### config.mk
export PLATFORM = sky130hd
export DESIGN_NAME = fdtd_mem_ctrl
export DESIGN_NICKNAME = d
export VERILOG_FILES = /design/src/source/fdtd_cfg_pkg.sv /design/src/source/fdtd_types_pkg.sv /design/src/source/fdtd_seq_fsm.sv /design/src/source/fdtd_word_counter.sv /design/src/source/fdtd_addr_gen.sv /design/src/source/fdtd_data_route.sv /design/src/source/fdtd_mem_ctrl.sv
export SDC_FILE = /design/constraint.sdc
export NUM_CORES = 1
export LEC_CHECK = 0
export ABC_AREA = 0
export BUFFER_PORTS_ARGS = -buffer_cell sky130_fd_sc_hd__buf_2
export CORE_ASPECT_RATIO = 0.7
export CORE_MARGIN = 3
export CORE_UTILIZATION = 29
export CTS_CLUSTER_SIZE = 25
export DETAILED_ROUTE_END_ITERATION = 6
export PLACE_DENSITY = 0.53
export SLEW_MARGIN = 10
export SYNTH_ARGS = -nofsm -noshare
export SYNTH_HDL_FRONTEND = slang
export SYNTH_SLANG_ARGS = --single-unit
### constraint.sdc
create_clock -name ACLK -period 4.2 [get_ports ACLK]
set_input_delay 0.21 -clock ACLK [delete_from_list [all_inputs] [get_ports ACLK]]
set_output_delay 0.21 -clock ACLK [all_outputs]
set_load 0.02 [all_outputs]
### src/source/fdtd_cfg_pkg.sv
`default_nettype none

package fdtd_cfg_pkg;

    ////////////////////
    // memory side
    ////////////////////

    // word address, one location per field word
    localparam int ADDR_W = 16;

    // width of one Hy or Ez sample
    localparam int DATA_W = 32;

    ////////////////////
    // chunking
    ////////////////////

    // total words per field for one run
    localparam int SIZE_W = 16;

    // words moved per field before the compute side takes over
    localparam int BUFFER_WORDS = 8;

    // holds 0..BUFFER_WORDS
    localparam int CNT_W = 4;

endpackage : fdtd_cfg_pkg

`default_nettype wire

### src/source/fdtd_types_pkg.sv
`default_nettype none

package fdtd_types_pkg;

    // field tag carried with every word
    typedef enum logic {
        FIELD_HY = 1'b0,
        FIELD_EZ = 1'b1
    } field_e;

    // sequencer phases, shared by all blocks
    typedef enum logic [2:0] {
        PH_IDLE      = 3'd0,
        PH_READ_HY   = 3'd1,
        PH_READ_EZ   = 3'd2,
        PH_WAIT_CALC = 3'd3,
        PH_WRITE_HY  = 3'd4,
        PH_WRITE_EZ  = 3'd5
    } phase_t;

    // read port request, address held while valid
    typedef struct packed {
        logic                              valid;
        logic [fdtd_cfg_pkg::ADDR_W-1:0]   addr;
    } mem_rd_req_t;

    // write port request, held until granted
    typedef struct packed {
        logic                              valid;
        logic [fdtd_cfg_pkg::ADDR_W-1:0]   addr;
        logic [fdtd_cfg_pkg::DATA_W-1:0]   data;
    } mem_wr_req_t;

    // word handed to the compute side
    typedef struct packed {
        logic                              valid;
        field_e                            field;
        logic [fdtd_cfg_pkg::DATA_W-1:0]   data;
    } fld_word_t;

    // run setup, sampled on start
    typedef struct packed {
        logic [fdtd_cfg_pkg::ADDR_W-1:0]   hy_base;
        logic [fdtd_cfg_pkg::ADDR_W-1:0]   ez_base;
        logic [fdtd_cfg_pkg::SIZE_W-1:0]   size;
    } ctrl_cfg_t;

endpackage : fdtd_types_pkg

`default_nettype wire

### src/source/fdtd_seq_fsm.sv
`timescale 1ns/1ns
`default_nettype none

module fdtd_seq_fsm
(
    input  wire logic                    ACLK,
    input  wire logic                    ARESETn,

    input  wire logic                    start_i,
    input  wire logic                    size_zero_i,
    input  wire logic                    calc_done_i,
    input  wire logic                    chunk_done_i,
    input  wire logic                    all_done_i,
    input  wire logic                    int_en_i,
    input  wire logic                    int_clr_i,

    output fdtd_types_pkg::phase_t       phase_o,
    output logic                         busy_o,
    output logic                         buffer_full_o,
    output logic                         int_pending_o,
    output logic                         int_o
);

    import fdtd_types_pkg::*;

    phase_t phase_q;
    phase_t phase_d;
    logic   busy_q;

    ////////////////////
    // phase sequencing
    ////////////////////

    always_comb
    begin
        phase_d = phase_q;
        case (phase_q)
            PH_IDLE:
            begin
                // empty runs never leave idle
                if (start_i && !size_zero_i)
                    phase_d = PH_READ_HY;
            end
            PH_READ_HY:
            begin
                if (chunk_done_i)
                    phase_d = PH_READ_EZ;
            end
            PH_READ_EZ:
            begin
                if (chunk_done_i)
                    phase_d = PH_WAIT_CALC;
            end
            PH_WAIT_CALC:
            begin
                if (calc_done_i)
                    phase_d = PH_WRITE_HY;
            end
            PH_WRITE_HY:
            begin
                if (chunk_done_i)
                    phase_d = PH_WRITE_EZ;
            end
            PH_WRITE_EZ:
            begin
                // last chunk written back, otherwise fetch the next one
                if (chunk_done_i)
                    phase_d = all_done_i ? PH_IDLE : PH_READ_HY;
            end
            default:
            begin
                phase_d = PH_IDLE;
            end
        endcase
    end

    always_ff @(posedge ACLK, negedge ARESETn)
    begin
        if (!ARESETn)
            phase_q <= PH_IDLE;
        else
            phase_q <= phase_d;
    end

    assign phase_o = phase_q;
    assign busy_o  = (phase_q != PH_IDLE);

    // high for the first wait cycle only
    always_ff @(posedge ACLK, negedge ARESETn)
    begin
        if (!ARESETn)
            buffer_full_o <= 1'b0;
        else
            buffer_full_o <= (phase_q == PH_READ_EZ) && chunk_done_i;
    end

    ////////////////////
    // interrupt
    ////////////////////

    always_ff @(posedge ACLK, negedge ARESETn)
    begin
        if (!ARESETn)
            busy_q <= 1'b0;
        else
            busy_q <= busy_o;
    end

    // falling busy sets pending, a clear in the same cycle wins
    always_ff @(posedge ACLK, negedge ARESETn)
    begin
        if (!ARESETn)
            int_pending_o <= 1'b0;
        else if (int_clr_i)
            int_pending_o <= 1'b0;
        else if (busy_q && !busy_o)
            int_pending_o <= 1'b1;
    end

    assign int_o = int_pending_o & int_en_i;

endmodule : fdtd_seq_fsm

`default_nettype wire

### src/source/fdtd_word_counter.sv
`timescale 1ns/1ns
`default_nettype none

module fdtd_word_counter
(
    input  wire logic                            ACLK,
    input  wire logic                            ARESETn,

    input  wire fdtd_types_pkg::phase_t          phase_i,
    input  wire logic                            start_i,
    input  wire logic [fdtd_cfg_pkg::SIZE_W-1:0] size_i,
    input  wire logic                            rd_gnt_i,
    input  wire logic                            wr_gnt_i,

    output logic                                 size_zero_o,
    output logic                                 chunk_done_o,
    output logic                                 all_done_o
);

    import fdtd_cfg_pkg::*;
    import fdtd_types_pkg::*;

    logic [SIZE_W-1:0] remain_q;
    logic [CNT_W-1:0]  cnt_q;
    logic [CNT_W-1:0]  chunk_len;
    logic              rd_phase;
    logic              wr_phase;
    logic              gnt;

    assign rd_phase = (phase_i == PH_READ_HY) || (phase_i == PH_READ_EZ);
    assign wr_phase = (phase_i == PH_WRITE_HY) || (phase_i == PH_WRITE_EZ);

    // grant that belongs to the running transfer
    assign gnt = (rd_phase && rd_gnt_i) || (wr_phase && wr_gnt_i);

    // last chunk may be short
    assign chunk_len = (remain_q < SIZE_W'(BUFFER_WORDS)) ? remain_q[CNT_W-1:0]
                                                          : CNT_W'(BUFFER_WORDS);

    assign size_zero_o  = (size_i == '0);
    assign chunk_done_o = gnt && (cnt_q == chunk_len - CNT_W'(1));
    assign all_done_o   = chunk_done_o && (phase_i == PH_WRITE_EZ)
                          && (remain_q == SIZE_W'(chunk_len));

    // grants seen in the current phase
    always_ff @(posedge ACLK, negedge ARESETn)
    begin
        if (!ARESETn)
            cnt_q <= '0;
        else if (chunk_done_o || !(rd_phase || wr_phase))
            cnt_q <= '0;
        else if (gnt)
            cnt_q <= cnt_q + CNT_W'(1);
    end

    // words still to be processed, per field
    always_ff @(posedge ACLK, negedge ARESETn)
    begin
        if (!ARESETn)
            remain_q <= '0;
        else if (start_i && (phase_i == PH_IDLE) && !size_zero_o)
            remain_q <= size_i;
        else if (chunk_done_o && (phase_i == PH_WRITE_EZ))
            remain_q <= remain_q - SIZE_W'(chunk_len);
    end

endmodule : fdtd_word_counter

`default_nettype wire

### src/source/fdtd_addr_gen.sv
`timescale 1ns/1ns
`default_nettype none

module fdtd_addr_gen
(
    input  wire logic                            ACLK,
    input  wire logic                            ARESETn,

    input  wire fdtd_types_pkg::phase_t          phase_i,
    input  wire logic                            start_i,
    input  wire fdtd_types_pkg::ctrl_cfg_t       cfg_i,
    input  wire logic                            rd_gnt_i,
    input  wire logic                            wr_gnt_i,

    output fdtd_types_pkg::mem_rd_req_t          rd_req_o,
    output logic [fdtd_cfg_pkg::ADDR_W-1:0]      wr_addr_o
);

    import fdtd_cfg_pkg::*;
    import fdtd_types_pkg::*;

    logic [ADDR_W-1:0] rd_hy_q;
    logic [ADDR_W-1:0] rd_ez_q;
    logic [ADDR_W-1:0] wr_hy_q;
    logic [ADDR_W-1:0] wr_ez_q;
    logic              load;

    // pointers only reload from idle
    assign load = start_i && (phase_i == PH_IDLE);

    ////////////////////
    // read pointers
    ////////////////////

    always_ff @(posedge ACLK, negedge ARESETn)
    begin
        if (!ARESETn)
        begin
            rd_hy_q <= '0;
            rd_ez_q <= '0;
        end
        else if (load)
        begin
            rd_hy_q <= cfg_i.hy_base;
            rd_ez_q <= cfg_i.ez_base;
        end
        else if (rd_gnt_i && (phase_i == PH_READ_HY))
            rd_hy_q <= rd_hy_q + ADDR_W'(1);
        else if (rd_gnt_i && (phase_i == PH_READ_EZ))
            rd_ez_q <= rd_ez_q + ADDR_W'(1);
    end

    ////////////////////
    // write pointers
    ////////////////////

    // trail the read pointers by one chunk
    always_ff @(posedge ACLK, negedge ARESETn)
    begin
        if (!ARESETn)
        begin
            wr_hy_q <= '0;
            wr_ez_q <= '0;
        end
        else if (load)
        begin
            wr_hy_q <= cfg_i.hy_base;
            wr_ez_q <= cfg_i.ez_base;
        end
        else if (wr_gnt_i && (phase_i == PH_WRITE_HY))
            wr_hy_q <= wr_hy_q + ADDR_W'(1);
        else if (wr_gnt_i && (phase_i == PH_WRITE_EZ))
            wr_ez_q <= wr_ez_q + ADDR_W'(1);
    end

    assign rd_req_o.valid = (phase_i == PH_READ_HY) || (phase_i == PH_READ_EZ);
    assign rd_req_o.addr  = (phase_i == PH_READ_EZ) ? rd_ez_q : rd_hy_q;
    assign wr_addr_o      = (phase_i == PH_WRITE_EZ) ? wr_ez_q : wr_hy_q;

endmodule : fdtd_addr_gen

`default_nettype wire

### src/source/fdtd_data_route.sv
`timescale 1ns/1ns
`default_nettype none

module fdtd_data_route
(
    input  wire logic                            ACLK,
    input  wire logic                            ARESETn,

    input  wire fdtd_types_pkg::phase_t          phase_i,
    input  wire logic                            rd_gnt_i,
    input  wire logic [fdtd_cfg_pkg::DATA_W-1:0] rd_data_i,
    input  wire logic [fdtd_cfg_pkg::DATA_W-1:0] upd_hy_i,
    input  wire logic [fdtd_cfg_pkg::DATA_W-1:0] upd_ez_i,
    input  wire logic [fdtd_cfg_pkg::ADDR_W-1:0] wr_addr_i,
    input  wire logic                            wr_gnt_i,

    output fdtd_types_pkg::fld_word_t            fld_rd_o,
    output fdtd_types_pkg::mem_wr_req_t          wr_req_o
);

    import fdtd_cfg_pkg::*;
    import fdtd_types_pkg::*;

    logic              rd_phase;
    logic              first_q;
    logic [DATA_W-1:0] upd_sel;
    logic [DATA_W-1:0] wr_data_q;

    assign rd_phase = (phase_i == PH_READ_HY) || (phase_i == PH_READ_EZ);

    // granted word goes out one cycle later with its phase tag
    always_ff @(posedge ACLK, negedge ARESETn)
    begin
        if (!ARESETn)
        begin
            fld_rd_o.valid <= 1'b0;
            fld_rd_o.field <= FIELD_HY;
            fld_rd_o.data  <= '0;
        end
        else
        begin
            fld_rd_o.valid <= rd_phase && rd_gnt_i;
            fld_rd_o.field <= (phase_i == PH_READ_EZ) ? FIELD_EZ : FIELD_HY;
            if (rd_gnt_i)
                fld_rd_o.data <= rd_data_i;
        end
    end

    ////////////////////
    // write side
    ////////////////////

    assign upd_sel = (phase_i == PH_WRITE_EZ) ? upd_ez_i : upd_hy_i;

    // next cycle starts a new word after an idle or granted cycle
    always_ff @(posedge ACLK, negedge ARESETn)
    begin
        if (!ARESETn)
            first_q <= 1'b1;
        else
            first_q <= !wr_req_o.valid || wr_gnt_i;
    end

    // update word sampled on the first request cycle and held until granted
    always_ff @(posedge ACLK)
    begin
        if (first_q)
            wr_data_q <= upd_sel;
    end

    assign wr_req_o.valid = (phase_i == PH_WRITE_HY) || (phase_i == PH_WRITE_EZ);
    assign wr_req_o.addr  = wr_addr_i;
    assign wr_req_o.data  = first_q ? upd_sel : wr_data_q;

endmodule : fdtd_data_route

`default_nettype wire

### src/source/fdtd_mem_ctrl.sv
`timescale 1ns/1ns
`default_nettype none

module fdtd_mem_ctrl
(
    input  wire logic                            ACLK,
    input  wire logic                            ARESETn,

    // control and status
    input  wire logic                            start_i,
    input  wire fdtd_types_pkg::ctrl_cfg_t       cfg_i,
    input  wire logic                            int_en_i,
    input  wire logic                            int_clr_i,
    output logic                                 busy_o,
    output logic                                 int_pending_o,
    output logic                                 int_o,
    output logic                                 buffer_full_o,

    // memory read port
    output fdtd_types_pkg::mem_rd_req_t          rd_req_o,
    input  wire logic                            rd_gnt_i,
    input  wire logic [fdtd_cfg_pkg::DATA_W-1:0] rd_data_i,

    // memory write port
    output fdtd_types_pkg::mem_wr_req_t          wr_req_o,
    input  wire logic                            wr_gnt_i,

    // compute side
    output fdtd_types_pkg::fld_word_t            fld_rd_o,
    input  wire logic                            calc_done_i,
    input  wire logic [fdtd_cfg_pkg::DATA_W-1:0] upd_hy_i,
    input  wire logic [fdtd_cfg_pkg::DATA_W-1:0] upd_ez_i
);

    import fdtd_cfg_pkg::*;
    import fdtd_types_pkg::*;

    phase_t            phase;
    logic              size_zero;
    logic              chunk_done;
    logic              all_done;
    logic [ADDR_W-1:0] wr_addr;

    fdtd_seq_fsm u_seq_fsm
    (
        .ACLK          ( ACLK          ),
        .ARESETn       ( ARESETn       ),
        .start_i       ( start_i       ),
        .size_zero_i   ( size_zero     ),
        .calc_done_i   ( calc_done_i   ),
        .chunk_done_i  ( chunk_done    ),
        .all_done_i    ( all_done      ),
        .int_en_i      ( int_en_i      ),
        .int_clr_i     ( int_clr_i     ),
        .phase_o       ( phase         ),
        .busy_o        ( busy_o        ),
        .buffer_full_o ( buffer_full_o ),
        .int_pending_o ( int_pending_o ),
        .int_o         ( int_o         )
    );

    fdtd_word_counter u_word_counter
    (
        .ACLK         ( ACLK       ),
        .ARESETn      ( ARESETn    ),
        .phase_i      ( phase      ),
        .start_i      ( start_i    ),
        .size_i       ( cfg_i.size ),
        .rd_gnt_i     ( rd_gnt_i   ),
        .wr_gnt_i     ( wr_gnt_i   ),
        .size_zero_o  ( size_zero  ),
        .chunk_done_o ( chunk_done ),
        .all_done_o   ( all_done   )
    );

    fdtd_addr_gen u_addr_gen
    (
        .ACLK      ( ACLK     ),
        .ARESETn   ( ARESETn  ),
        .phase_i   ( phase    ),
        .start_i   ( start_i  ),
        .cfg_i     ( cfg_i    ),
        .rd_gnt_i  ( rd_gnt_i ),
        .wr_gnt_i  ( wr_gnt_i ),
        .rd_req_o  ( rd_req_o ),
        .wr_addr_o ( wr_addr  )
    );

    fdtd_data_route u_data_route
    (
        .ACLK      ( ACLK      ),
        .ARESETn   ( ARESETn   ),
        .phase_i   ( phase     ),
        .rd_gnt_i  ( rd_gnt_i  ),
        .rd_data_i ( rd_data_i ),
        .upd_hy_i  ( upd_hy_i  ),
        .upd_ez_i  ( upd_ez_i  ),
        .wr_addr_i ( wr_addr   ),
        .wr_gnt_i  ( wr_gnt_i  ),
        .fld_rd_o  ( fld_rd_o  ),
        .wr_req_o  ( wr_req_o  )
    );

endmodule : fdtd_mem_ctrl

`default_nettype wire

# --- After elaboration in Yosys (flattened, before gate mapping) ---
# Cells that the tools add are included.
totals:
  mem_count: 0
  reg_bits: 157
  output_inout_bits: 104
  romBits: 0
  latchBits: 0
  in_bits: 152
  ram_bits: 0
classes:
  multipliers: 0
  muxes: 30
  bitwise_logic: 1
  shift: 0
  n_reduce_logical: 37
  magnitude_cmp: 1
  div: 0
  add_sub_neg: 7
  eq_ne: 15
op_table:
  columns: ["operator", "n"]
  rows:
  - ["$mux 16", 14]
  - ["$add 16x1->16 const B", 4]
  - ["$mux 32", 2]
  - ["$mux 3", 6]
  - ["$pmux 3 s6", 1]
  - ["$eq 16x4->1", 1]
  - ["$logic_not 16->1", 1]
  - ["$lt 16x4->1 const B", 1]
  - ["$sub 16x4->16", 1]
  - ["$logic_and 1x1->1", 14]
  - ["$reduce_bool 2->1", 7]
  - ["$mux 4", 3]
  - ["$ne 2x2->1 const B", 6]
  - ["$eq 3x2->1 const B", 2]
  - ["$eq 3x3->1 const B", 2]
  - ["$logic_or 1x1->1", 6]
  - ["$reduce_and 6->1", 1]
  - ["$add 4x1->4 const B", 1]
  - ["$eq 4x4->1", 1]
  - ["$logic_not 1->1", 4]
  - ["$mux 1", 4]
  - ["$ne 2x1->1 const B", 2]
  - ["$reduce_and 2->1", 2]
  - ["$sub 4x1->4 const B", 1]
  - ["other kinds (4)", 4]

# --- Longest topological paths before layout ---
# Gate-level depths: netlist of the first run.
depth:
  ltp_word: 10
  depth_mapped: 12

# --- Modules after synthesis ---
# Synthesis of the first run repeated with hierarchy kept, for this count alone.
unflattened:
  cells_unflattened: 915
  area_unflattened_um2: 8588.2
by_module_without_submodules:
  columns: ["module", "area_each_um2", "cells_each", "instances"]
  rows:
  - ["fdtd_addr_gen", 4068.9, 451, 1]
  - ["fdtd_data_route", 2715.1, 268, 1]
  - ["fdtd_word_counter", 1535.2, 170, 1]
  - ["fdtd_seq_fsm", 269.0, 26, 1]

# --- Least setup slack after synthesis of the first run ---
# No wires, ideal clock.
synth_path:
  path_kind: "register to register"
  start: "register u_word_counter.remain_q[14]"
  end: "register u_word_counter.remain_q[7]"
  n_path_buf: 2
  path_slack_ns: 0.272
  setup_time_ns: 0.126
  synth_period_minus_slack_ns: 3.928
  path_stages_with_launch: 13
  arrival_time_ns: 3.802
  path_cell_list: "dfrtp_1 > or4_1 > buf_2 > nor4_1 > nand2_1 > ha_1 > xor2_1 > o311ai_0 > or4_1 > or3_1 > clkbuf_1 > o311a_1 > a221o_1"
synth_via:
  elab_chain_cells: 7
synth_lines:
  columns: ["element", "line_no", "rtl"]
  rows:
  - ["start: declaration", "fdtd_word_counter.sv:23", "logic [SIZE_W-1:0] remain_q;"]
  - ["start signal: assignment", "fdtd_word_counter.sv:62", "remain_q <= size_i;"]
  - ["start signal: assignment", "fdtd_word_counter.sv:64", "remain_q <= remain_q - SIZE_W'(chunk_len);"]
  - ["$lt 16x4->1 *", "fdtd_word_counter.sv:37", "assign chunk_len = (remain_q < SIZE_W'(BUFFER_WORDS)) ? remain_q[CNT_W-1:0]"]
  - ["$mux 4 *", "fdtd_word_counter.sv:37", null]
  - ["parallel branches: the longest is 5 deep, another holds $sub 16x4->16", null, null]
# Mark *: on every way between the ends. The select of a mux whose other input is x is not followed.
# A chain may end at the register's enable or synchronous reset.

# --- Worst setup path in the final report of the first run ---
# Same ends and word-level chain as after synthesis.

==> out/results.ini, run 1 <==
[run_status]
status=completed

[global_routing]
overflow=0
grt_pass1_vias=6883
grt_pass1_wl_mm=38.42
grtUsageTotal_pct=16.31
grt_max_degree=89
antenna_found_initial=0

[sta]
final-max-slew-violation-count=0
maxSlewHeadroom_pct=27.94
period_share_pct=90.60
hold_viol=0
tightestPinTransition_ps=1081
finalSetupViolCount=0
fin_skew_ps=21.32
max_freq_mhz=262.8
setup_tns_ps=0
rsz0062_at_grt=no
setup_ws_ps=394.9
fin_crit_ps=3805

[clock_network]
postCtsSetupBuffers=0
clk_latency_ps=430
htree_levels=4
cts_tree=yes
numCtsBuffers=17
cts_buffer_depth=2
path_clk_slew_ps=70
clock_sink_count=157
cts-root-buf=clkbuf_16
cts-resized-gates=0

[synthesis]
avgSynthCellArea_sq_um=9.528
synth_ff_type=dfrtp_1
synth_top_family_by_area=simple AND/OR/NAND/NOR gates
yosysSeqAreaShare_pct=46.82
synth-seq-cells=157
yosysUniqueCellTypes=57
synth_area_sq_um=8051
synthSimpleGateAreaFrac_pct=17.61
synth-adder-area-share_pct=1.088
synthMuxAreaShare_pct=13.26
synth_fp_nets=1004
syn_inst=845
async_flop_share_pct=79.62
synth_xor_xnor_area_share_pct=5.330
synth_edf_count=0
synth_compound_area_share_pct=12.42
yosysWarnings=0

[drt]
vias=7113
ant_nets=0
first_pass_iters=5
wl_per_cell_um=16.61
drt_iter0_drc=383
totalWireLength_mm=24.48
drc=0
routed_via_density=4.826

[placement]
place_area_sq_um=9682
gp_congestion=0.8377
dp.final_hpwl_mm=17.87
place_ws_ps=412.9
dp_cells=1421
io_buffer_count=255

[floorplanning]
fp.dieH_um=145.4
die_area_sq_um=29830
die_w_um=205.2
num_rows=50
design.core.area_sq_um=27030
start_util_pct=29.79
io-pin-count=256

[worst_setup_path]
arrival_ps=4120
crit_fanout=9
cp-start-kind=flop
crit_path_end_kind=flop
crit_type=reg -> reg
required_ps=4510

[cells_and_area]
num_antenna_cells=0
drive_above_1_share_pct=33.96
finish.cell_count_without_fillers=1474
syn_to_final_growth_pct=29.79
nets=1256
final_area_sq_um=10450

[pwr]
p_total_mw=6.816
power.density_nw_per_um2=652.3
p_leak_nw=4.526
peakVddDrop_mv=0.2849

[min_path]
hp-class=in -> reg

[job]
cap_violations=0

[timing repair]
action | in CTS | in global routing
hold buffers | 18 | 3
endpoints found under the hold margin | 104 | 3
setup endpoints to repair | 0 | 0
[Yosys cell counts, drive strengths merged (8+ instances only)]
cell	instances	area share, %
or3	8	0.68
nand4	15	1.2
mux2	61	8.5
dfxtp	32	8.0
o21ai	24	1.5
dfrtp	124	39
nor3	15	1.1
clkbuf	43	2.0
nor4	9	0.70
nand2	63	2.9
a31oi	14	1.1
or4	13	1.3
buf	16	1.0
inv	9	0.42
nor2	112	5.2
xnor2	24	2.6
a21oi	98	6.1
xor2	25	2.7
mux2i	38	4.7
and3	15	1.2
nand3	16	0.99
[cell type report]
| type | instances | area [sq um] |
|---|---|---|
| fill | 2829 | 16580 |
| multi-input combinational | 620 | 4020 |
| sequential | 157 | 3770 |
| timing repair buffer | 292 | 1613 |
| tap | 364 | 455.4 |
| clock buffer | 20 | 446.7 |
| clock inverter | 12 | 111.4 |
| inverter | 9 | 33.78 |
[metal layers]
metal	wire length, um	track usage (%)
met4	312	4.097
met2	10390	23.12
met3	1795	4.918
met5	0	0
met1	11980	24.15
[path summary, 6_finish.rpt]
| check | start | to | slack, ps | cells past startpoint |
|---|---|---|---|---|
| max | u_word_counter.remain_q[14] | u_word_counter.remain_q[7] | 390 | 11 |
| min | rd_data_i[8] | u_data_route.fld_rd_o[8] | 30 | 2 |
| max reg2reg | u_word_counter.remain_q[14] | u_word_counter.remain_q[7] | 390 | 11 |
| min reg2reg | u_data_route.wr_data_q[8] | u_data_route.wr_data_q[8] | 470 | 2 |
| max in group asynchronous | ARESETn | u_data_route.first_q | 2660 | 3 |
| min in group asynchronous | ARESETn | u_word_counter.remain_q[13] | 410 | 2 |
[worst max-delay path, stage by stage, from the launching register on]
cell	delay, ps
dfrtp_1	400
or4_1	570
nor4_1	290
buf_4	180
nand2_1	60
ha_1	300
xor2_1	220
o311ai_0	210
or4_1	410
or3_1	470
o311a_1	340
a221o_1	260
[cell families (layout without fill, tap and decap cells)]
family / after synthesis / after routing
compound gates: 172 / 172
buf+inv: 68 / 333
flops: 157 / 157
simple gates: 292 / 292
fa+ha+maj: 7 / 7
mux: 99 / 99
xor+xnor: 49 / 49
other cells: 1 / 1
[cell usage in the layout (no fill, tap or decap), types with 5 or more instances in the layout]
cell and count:
a21oi_1 98, a31oi_1 14, and2_1 6, and3_1 15, buf_2 254, buf_4 16
clkbuf_16 17, dfrtp_1 124, dfxtp_1 32, dlygate4sd3_1 21, ha_1 7, inv_1 9
inv_6 5, mux2_2 61, mux2i_1 38, nand2_1 62, nand3_1 16, nand4_1 15
nor2_1 112, nor3_1 14, nor4_1 9, o21ai_0 24, o22a_1 5, o31ai_1 5
or2_2 5, or3_1 7, or4_1 11, xnor2_1 24, xor2_1 25
[sequential cells by signal (all words and copies together) (netlist names)]
signal,flops
u_addr_gen.rd_ez_q,16
u_addr_gen.rd_hy_q,16
u_addr_gen.wr_ez_q,16
u_addr_gen.wr_hy_q,16
u_data_route.first_q,1
u_data_route.fld_rd_o,34
u_data_route.wr_data_q,32
u_seq_fsm.buffer_full_o,1
u_seq_fsm.busy_q,1
u_seq_fsm.int_pending_o,1
u_seq_fsm.phase_o,3
u_word_counter.cnt_q,4
u_word_counter.remain_q,16
[power breakdown]
part           internal [mW]  switching [mW]
combinational           1.13            1.51
clock                  0.838           0.664
sequential              2.09           0.586
[stage by stage]
step / hold WS (ps) / util [%]
final: 26.62 / 38.67
after floorplan: -85.59 / -
after global routing: 2.932 / 38.67
after detailed placement: 365.1 / 35.82
after global placement: 364.0 / 35.82
after CTS: 0.1102 / 38.56
(Power assumes the default switching activity.)
==> run 2: changes to the inputs <==
- CORE_MARGIN: 3 -> 2
- SETUP_SLACK_MARGIN: default -> 0.4
- SLEW_MARGIN: 10 -> default
==> out/results.ini, run 2 (synthesis results as in run 1) <==
[run_status]
status=completed

[cells_and_area]
syn_to_final_growth_pct=30.44
final_common_cell=buf_2
finish.cell_count_without_fillers=1471
largest_register_ffs=34
final_core_util_pct=38.86
nets=1253
drive_above_1_share_pct=34.51
largest-register=u_data_route.fld_rd_o
final_cell_mix=254 x buf_2, 124 x dfrtp_1, 112 x nor2_1, 98 x a21oi_1, 62 x nand2_1
num_antenna_cells=0
largestRegisters=u_data_route.fld_rd_o: 34 flops, u_data_route.wr_data_q: 32 flops
multi_input_comb_area_sq_um=4055
seq_area_sq_um=3770
n_fill_cell=2797

[floorplanning]
die_area_sq_um=29130
design.core.area_sq_um=27030
die_w_um=203.2
io-pin-count=256
num_rows=50
fp.dieH_um=143.4
start_util_pct=29.79

[sta]
fin_crit_ps=3582
final-max-slew-violation-count=0
setup_ws_ps=617.9
maxSlewHeadroom_pct=25.83
period_share_pct=85.29
fin_skew_ps=14.15
setup_tns_ps=0
rsz0062_at_grt=no
finalSetupViolCount=0
max_freq_mhz=279.2
tightestPinTransition_ps=1113
hold_viol=0

[global_routing]
grtUsageTotal_pct=16.78
grt_pass1_vias=6758
grt_max_degree=90
overflow=0
grt_pass1_wl_mm=38.07
antenna_found_initial=0

[clock_network]
clock_sink_count=157
cts-root-buf=clkbuf_16
cts_buffer_depth=2
path_clk_slew_ps=60
clk_latency_ps=430
htree_levels=4
numCtsBuffers=17
cts_tree=yes

[job]
cap_violations=0

[worst_setup_path]
cp.buffers_inverters=0
crit_chain=or4_1 -> nor4_4 -> nand2_1 -> ha_1 -> xor2_2 -> o311ai_1 -> or4_1 -> or3_4 -> o311a_1 -> a221o_1
cp-start-kind=flop
crit_type=reg -> reg
cpMostUsedCell=or4_1
slowest_delay_ps=600
required_ps=4510
crit_fanout=9
crit_path_end_kind=flop
critical_path.top_delay_family=simple AND/OR/NAND/NOR gates
cp_slowest_cell=or4_1
arrival_ps=3890

[min_path]
hp-class=in -> reg

[placement]
place_ws_ps=269.3
gp_congestion=0.8138
io_buffer_count=255
dp.final_hpwl_mm=17.71
dp_cells=1418

[drt]
drt_iter0_drc=403
drc=0
totalWireLength_mm=24.31
wl_per_cell_um=16.53
routed_via_density=4.780
ant_nets=0
first_pass_iters=5
vias=7032

[pwr]
peakVddDrop_mv=0.2691
power.density_nw_per_um2=658.7
p_leak_nw=4.548

## run 2: worst paths after layout
check | slack (ps) | start | to | cells after the start
setup / recovery | 620 | u_word_counter.remain_q[6] | u_word_counter.remain_q[7] | 10
hold / removal | 30 | rd_data_i[9] | u_data_route.fld_rd_o[9] | 2
setup reg to reg | 620 | u_word_counter.remain_q[6] | u_word_counter.remain_q[7] | 10
hold reg to reg | 470 | u_data_route.wr_data_q[11] | u_data_route.wr_data_q[11] | 2
max in group asynchronous | 2670 | ARESETn | u_data_route.fld_rd_o[3] | 3
min in group asynchronous | 410 | ARESETn | u_word_counter.remain_q[3] | 2
## run 2: routing by layer
layer	track usage, %	vias up	share of wire, %
li1	-	3505	-
met1	25.40	3288	51
met2	24.17	223	43
met3	3.719	16	5.6
met4	3.534	0	0.95
met5	0	-	0
## run 2: cell type report
type | instances | share of cell area [%]
repair buffers | 289 | 15.09
flip-flops and latches | 157 | 35.89
inverters | 9 | 0.3217
multi-input cells | 620 | 38.61
clock inverters | 12 | 1.299
clock buffers | 20 | 4.444
well taps | 364 | 4.336
## run 2: repair_timing
| item | CTS | global route |
|---|---|---|
| resized for setup | 2 | 3 |
| buffers inserted | 0 | 2 |
| hold endpoints to repair | 98 | 0 |
| pin swaps | 0 | 1 |
| hold buffers | 19 | 0 |
| gates cloned | 0 | 0 |
| endpoints found under the setup margin | 3 | 4 |
## run 2: through the flow
step,power [mW],cell area [sq um],hold slack [ps]
after floorplan,4.448,8058,-85.59
after global placement,5.278,9666,333.1
after detailed placement,5.305,9666,334.2
after CTS,6.966,10470,0.4841
after global routing,7.386,10500,3.242
final,6.918,10500,27.25
## run 2: where the power goes
group | switching [mW] | internal (mW) | total [mW]
sequential | 0.586 | 2.09 | 2.67
clock | 0.668 | 0.928 | 1.60
combinational | 1.51 | 1.14 | 2.65
total | 2.77 | 4.15 | 6.92
==> run 3: changes to the inputs <==
- CORE_UTILIZATION: 29 -> 25
- CTS_BUF_LIST: default -> sky130_fd_sc_hd__clkbuf_2
- PLACE_DENSITY: 0.53 -> 0.48
==> out/results.ini, run 3 (synthesis results as in run 1) <==
[sta]
maxSlewHeadroom_pct=23.10
rsz0062_at_grt=no
final-max-slew-violation-count=0
finalSetupViolCount=0
max_freq_mhz=275.5
tightestPinTransition_ps=1153
period_share_pct=86.41
fin_crit_ps=3629
setup_tns_ps=0
fin_skew_ps=63.29
hold_viol=0
setup_ws_ps=570.6

[drt]
vias=7868
drc=0
totalWireLength_mm=27.41
drt_iter0_drc=432
first_pass_iters=5
wl_per_cell_um=16.21
routed_via_density=4.653
ant_nets=0

[cells_and_area]
syn_to_final_growth_pct=46.82
largest-register=u_data_route.fld_rd_o
final_common_cell=buf_2
final_cell_mix=254 x buf_2, 178 x dlygate4sd3_1, 123 x dfrtp_1, 112 x nor2_1, 98 x a21oi_1
drive_above_1_share_pct=30.39
largestRegisters=u_data_route.fld_rd_o: 34 flops, u_data_route.wr_data_q: 32 flops
final_area_sq_um=11820
finish.cell_count_without_fillers=1691
largest_register_ffs=34
nets=1416

[global_routing]
grtUsageTotal_pct=16.54
grt_pass1_wl_mm=43.22
overflow=0
grt_pass1_vias=7862
grt_max_degree=90
antenna_found_initial=1

[clock_network]
htree_levels=4
clk_latency_ps=830
path_clk_slew_ps=320
cts-root-buf=clkbuf_2
clock_sink_count=157
numCtsBuffers=17
cts_tree=yes
cts_buffer_depth=2

[pwr]
p_total_mw=6.476
p_leak_nw=5.064
power.density_nw_per_um2=547.8
peakVddDrop_mv=0.2359

[floorplanning]
fp.dieH_um=154.1
io-pin-count=256
num_rows=54
die_w_um=218.5
design.core.area_sq_um=31420
die_area_sq_um=33680
start_util_pct=25.63

[placement]
place_ws_ps=277.0
dp_cells=1474
gp_congestion=0.8084
place_area_sq_um=9736
io_buffer_count=255
dp.final_hpwl_mm=18.27

[worst_setup_path]
crit_type=reg -> reg
cp-start-kind=flop
required_ps=4930
crit_fanout=9
crit_path_end_kind=flop
arrival_ps=4360

[job]
cap_violations=0

[min_path]
hp-class=in -> reg

[run_status]
status=completed

-- run 3: worst paths after layout --
kind | from | to | slack, ps | cells past startpoint
worst max-delay path | u_word_counter.remain_q[6] | u_word_counter.remain_q[7] | 570 | 10
max in group asynchronous | ARESETn | u_data_route.fld_rd_o[9] | 3230 | 4
worst min-delay path | cfg_i[31] | u_addr_gen.wr_ez_q[15] | 160 | 4
worst min register to register | u_data_route.fld_rd_o[27] | u_data_route.fld_rd_o[27] | 530 | 1
worst max register to register | u_word_counter.remain_q[6] | u_word_counter.remain_q[7] | 570 | 10
min in group asynchronous | ARESETn | u_addr_gen.rd_hy_q[8] | 480 | 4
-- run 3: critical path, stage by stage, from the launching register on --
cell      delay, ps
dfrtp_1         460
or4_1           600
nor4_4          360
nand2_1         100
ha_1            300
xor2_1          220
o311ai_1        160
or4_1           410
or3_4           400
o311a_1         310
a221o_1         260
-- run 3: what timing repair did --
| item | 4_1_cts | 5_1_grt |
|---|---|---|
| resized for setup | 2 | 2 |
| buffers inserted | 0 | 5 |
| setup endpoints to repair | 3 | 4 |
| hold buffers | 179 | 0 |
| hold endpoints to repair | 276 | 0 |
| pin swaps | 0 | 1 |
-- run 3: per-stage QoR --
| stage | hold WS [ps] | util (%) |
|---|---|---|
| after CTS | 11.95 | 37.48 |
| after global placement | 282.8 | 30.99 |
| after global routing | 45.60 | 37.63 |
| after detailed placement | 280.3 | 30.99 |
| after floorplan | -85.59 | - |
| final | 163.5 | 37.63 |
-- run 3: layer usage --
layer  wire, um  GRT usage, %
met1      13220         23.19
met2      12190         25.27
met3       1626         3.937
met4        376         4.568
met5          0             0
-- run 3: power by group --
part	switching, mW	total [mW]	internal (mW)
combinational	1.59	2.98	1.40
sequential	0.586	2.66	2.08
clock	0.657	0.832	0.175
-- run 3: final cells by class --
class                      instances  area [sq um]
sequential                       157          3771
fill                            3190         19600
inverter                           9         33.78
clock buffer                      17         85.08
antenna                            1         2.502
multi-input combinational        620          4044
timing repair buffer             452          3227
tap                              420         525.5
clock inverter                    15         132.6
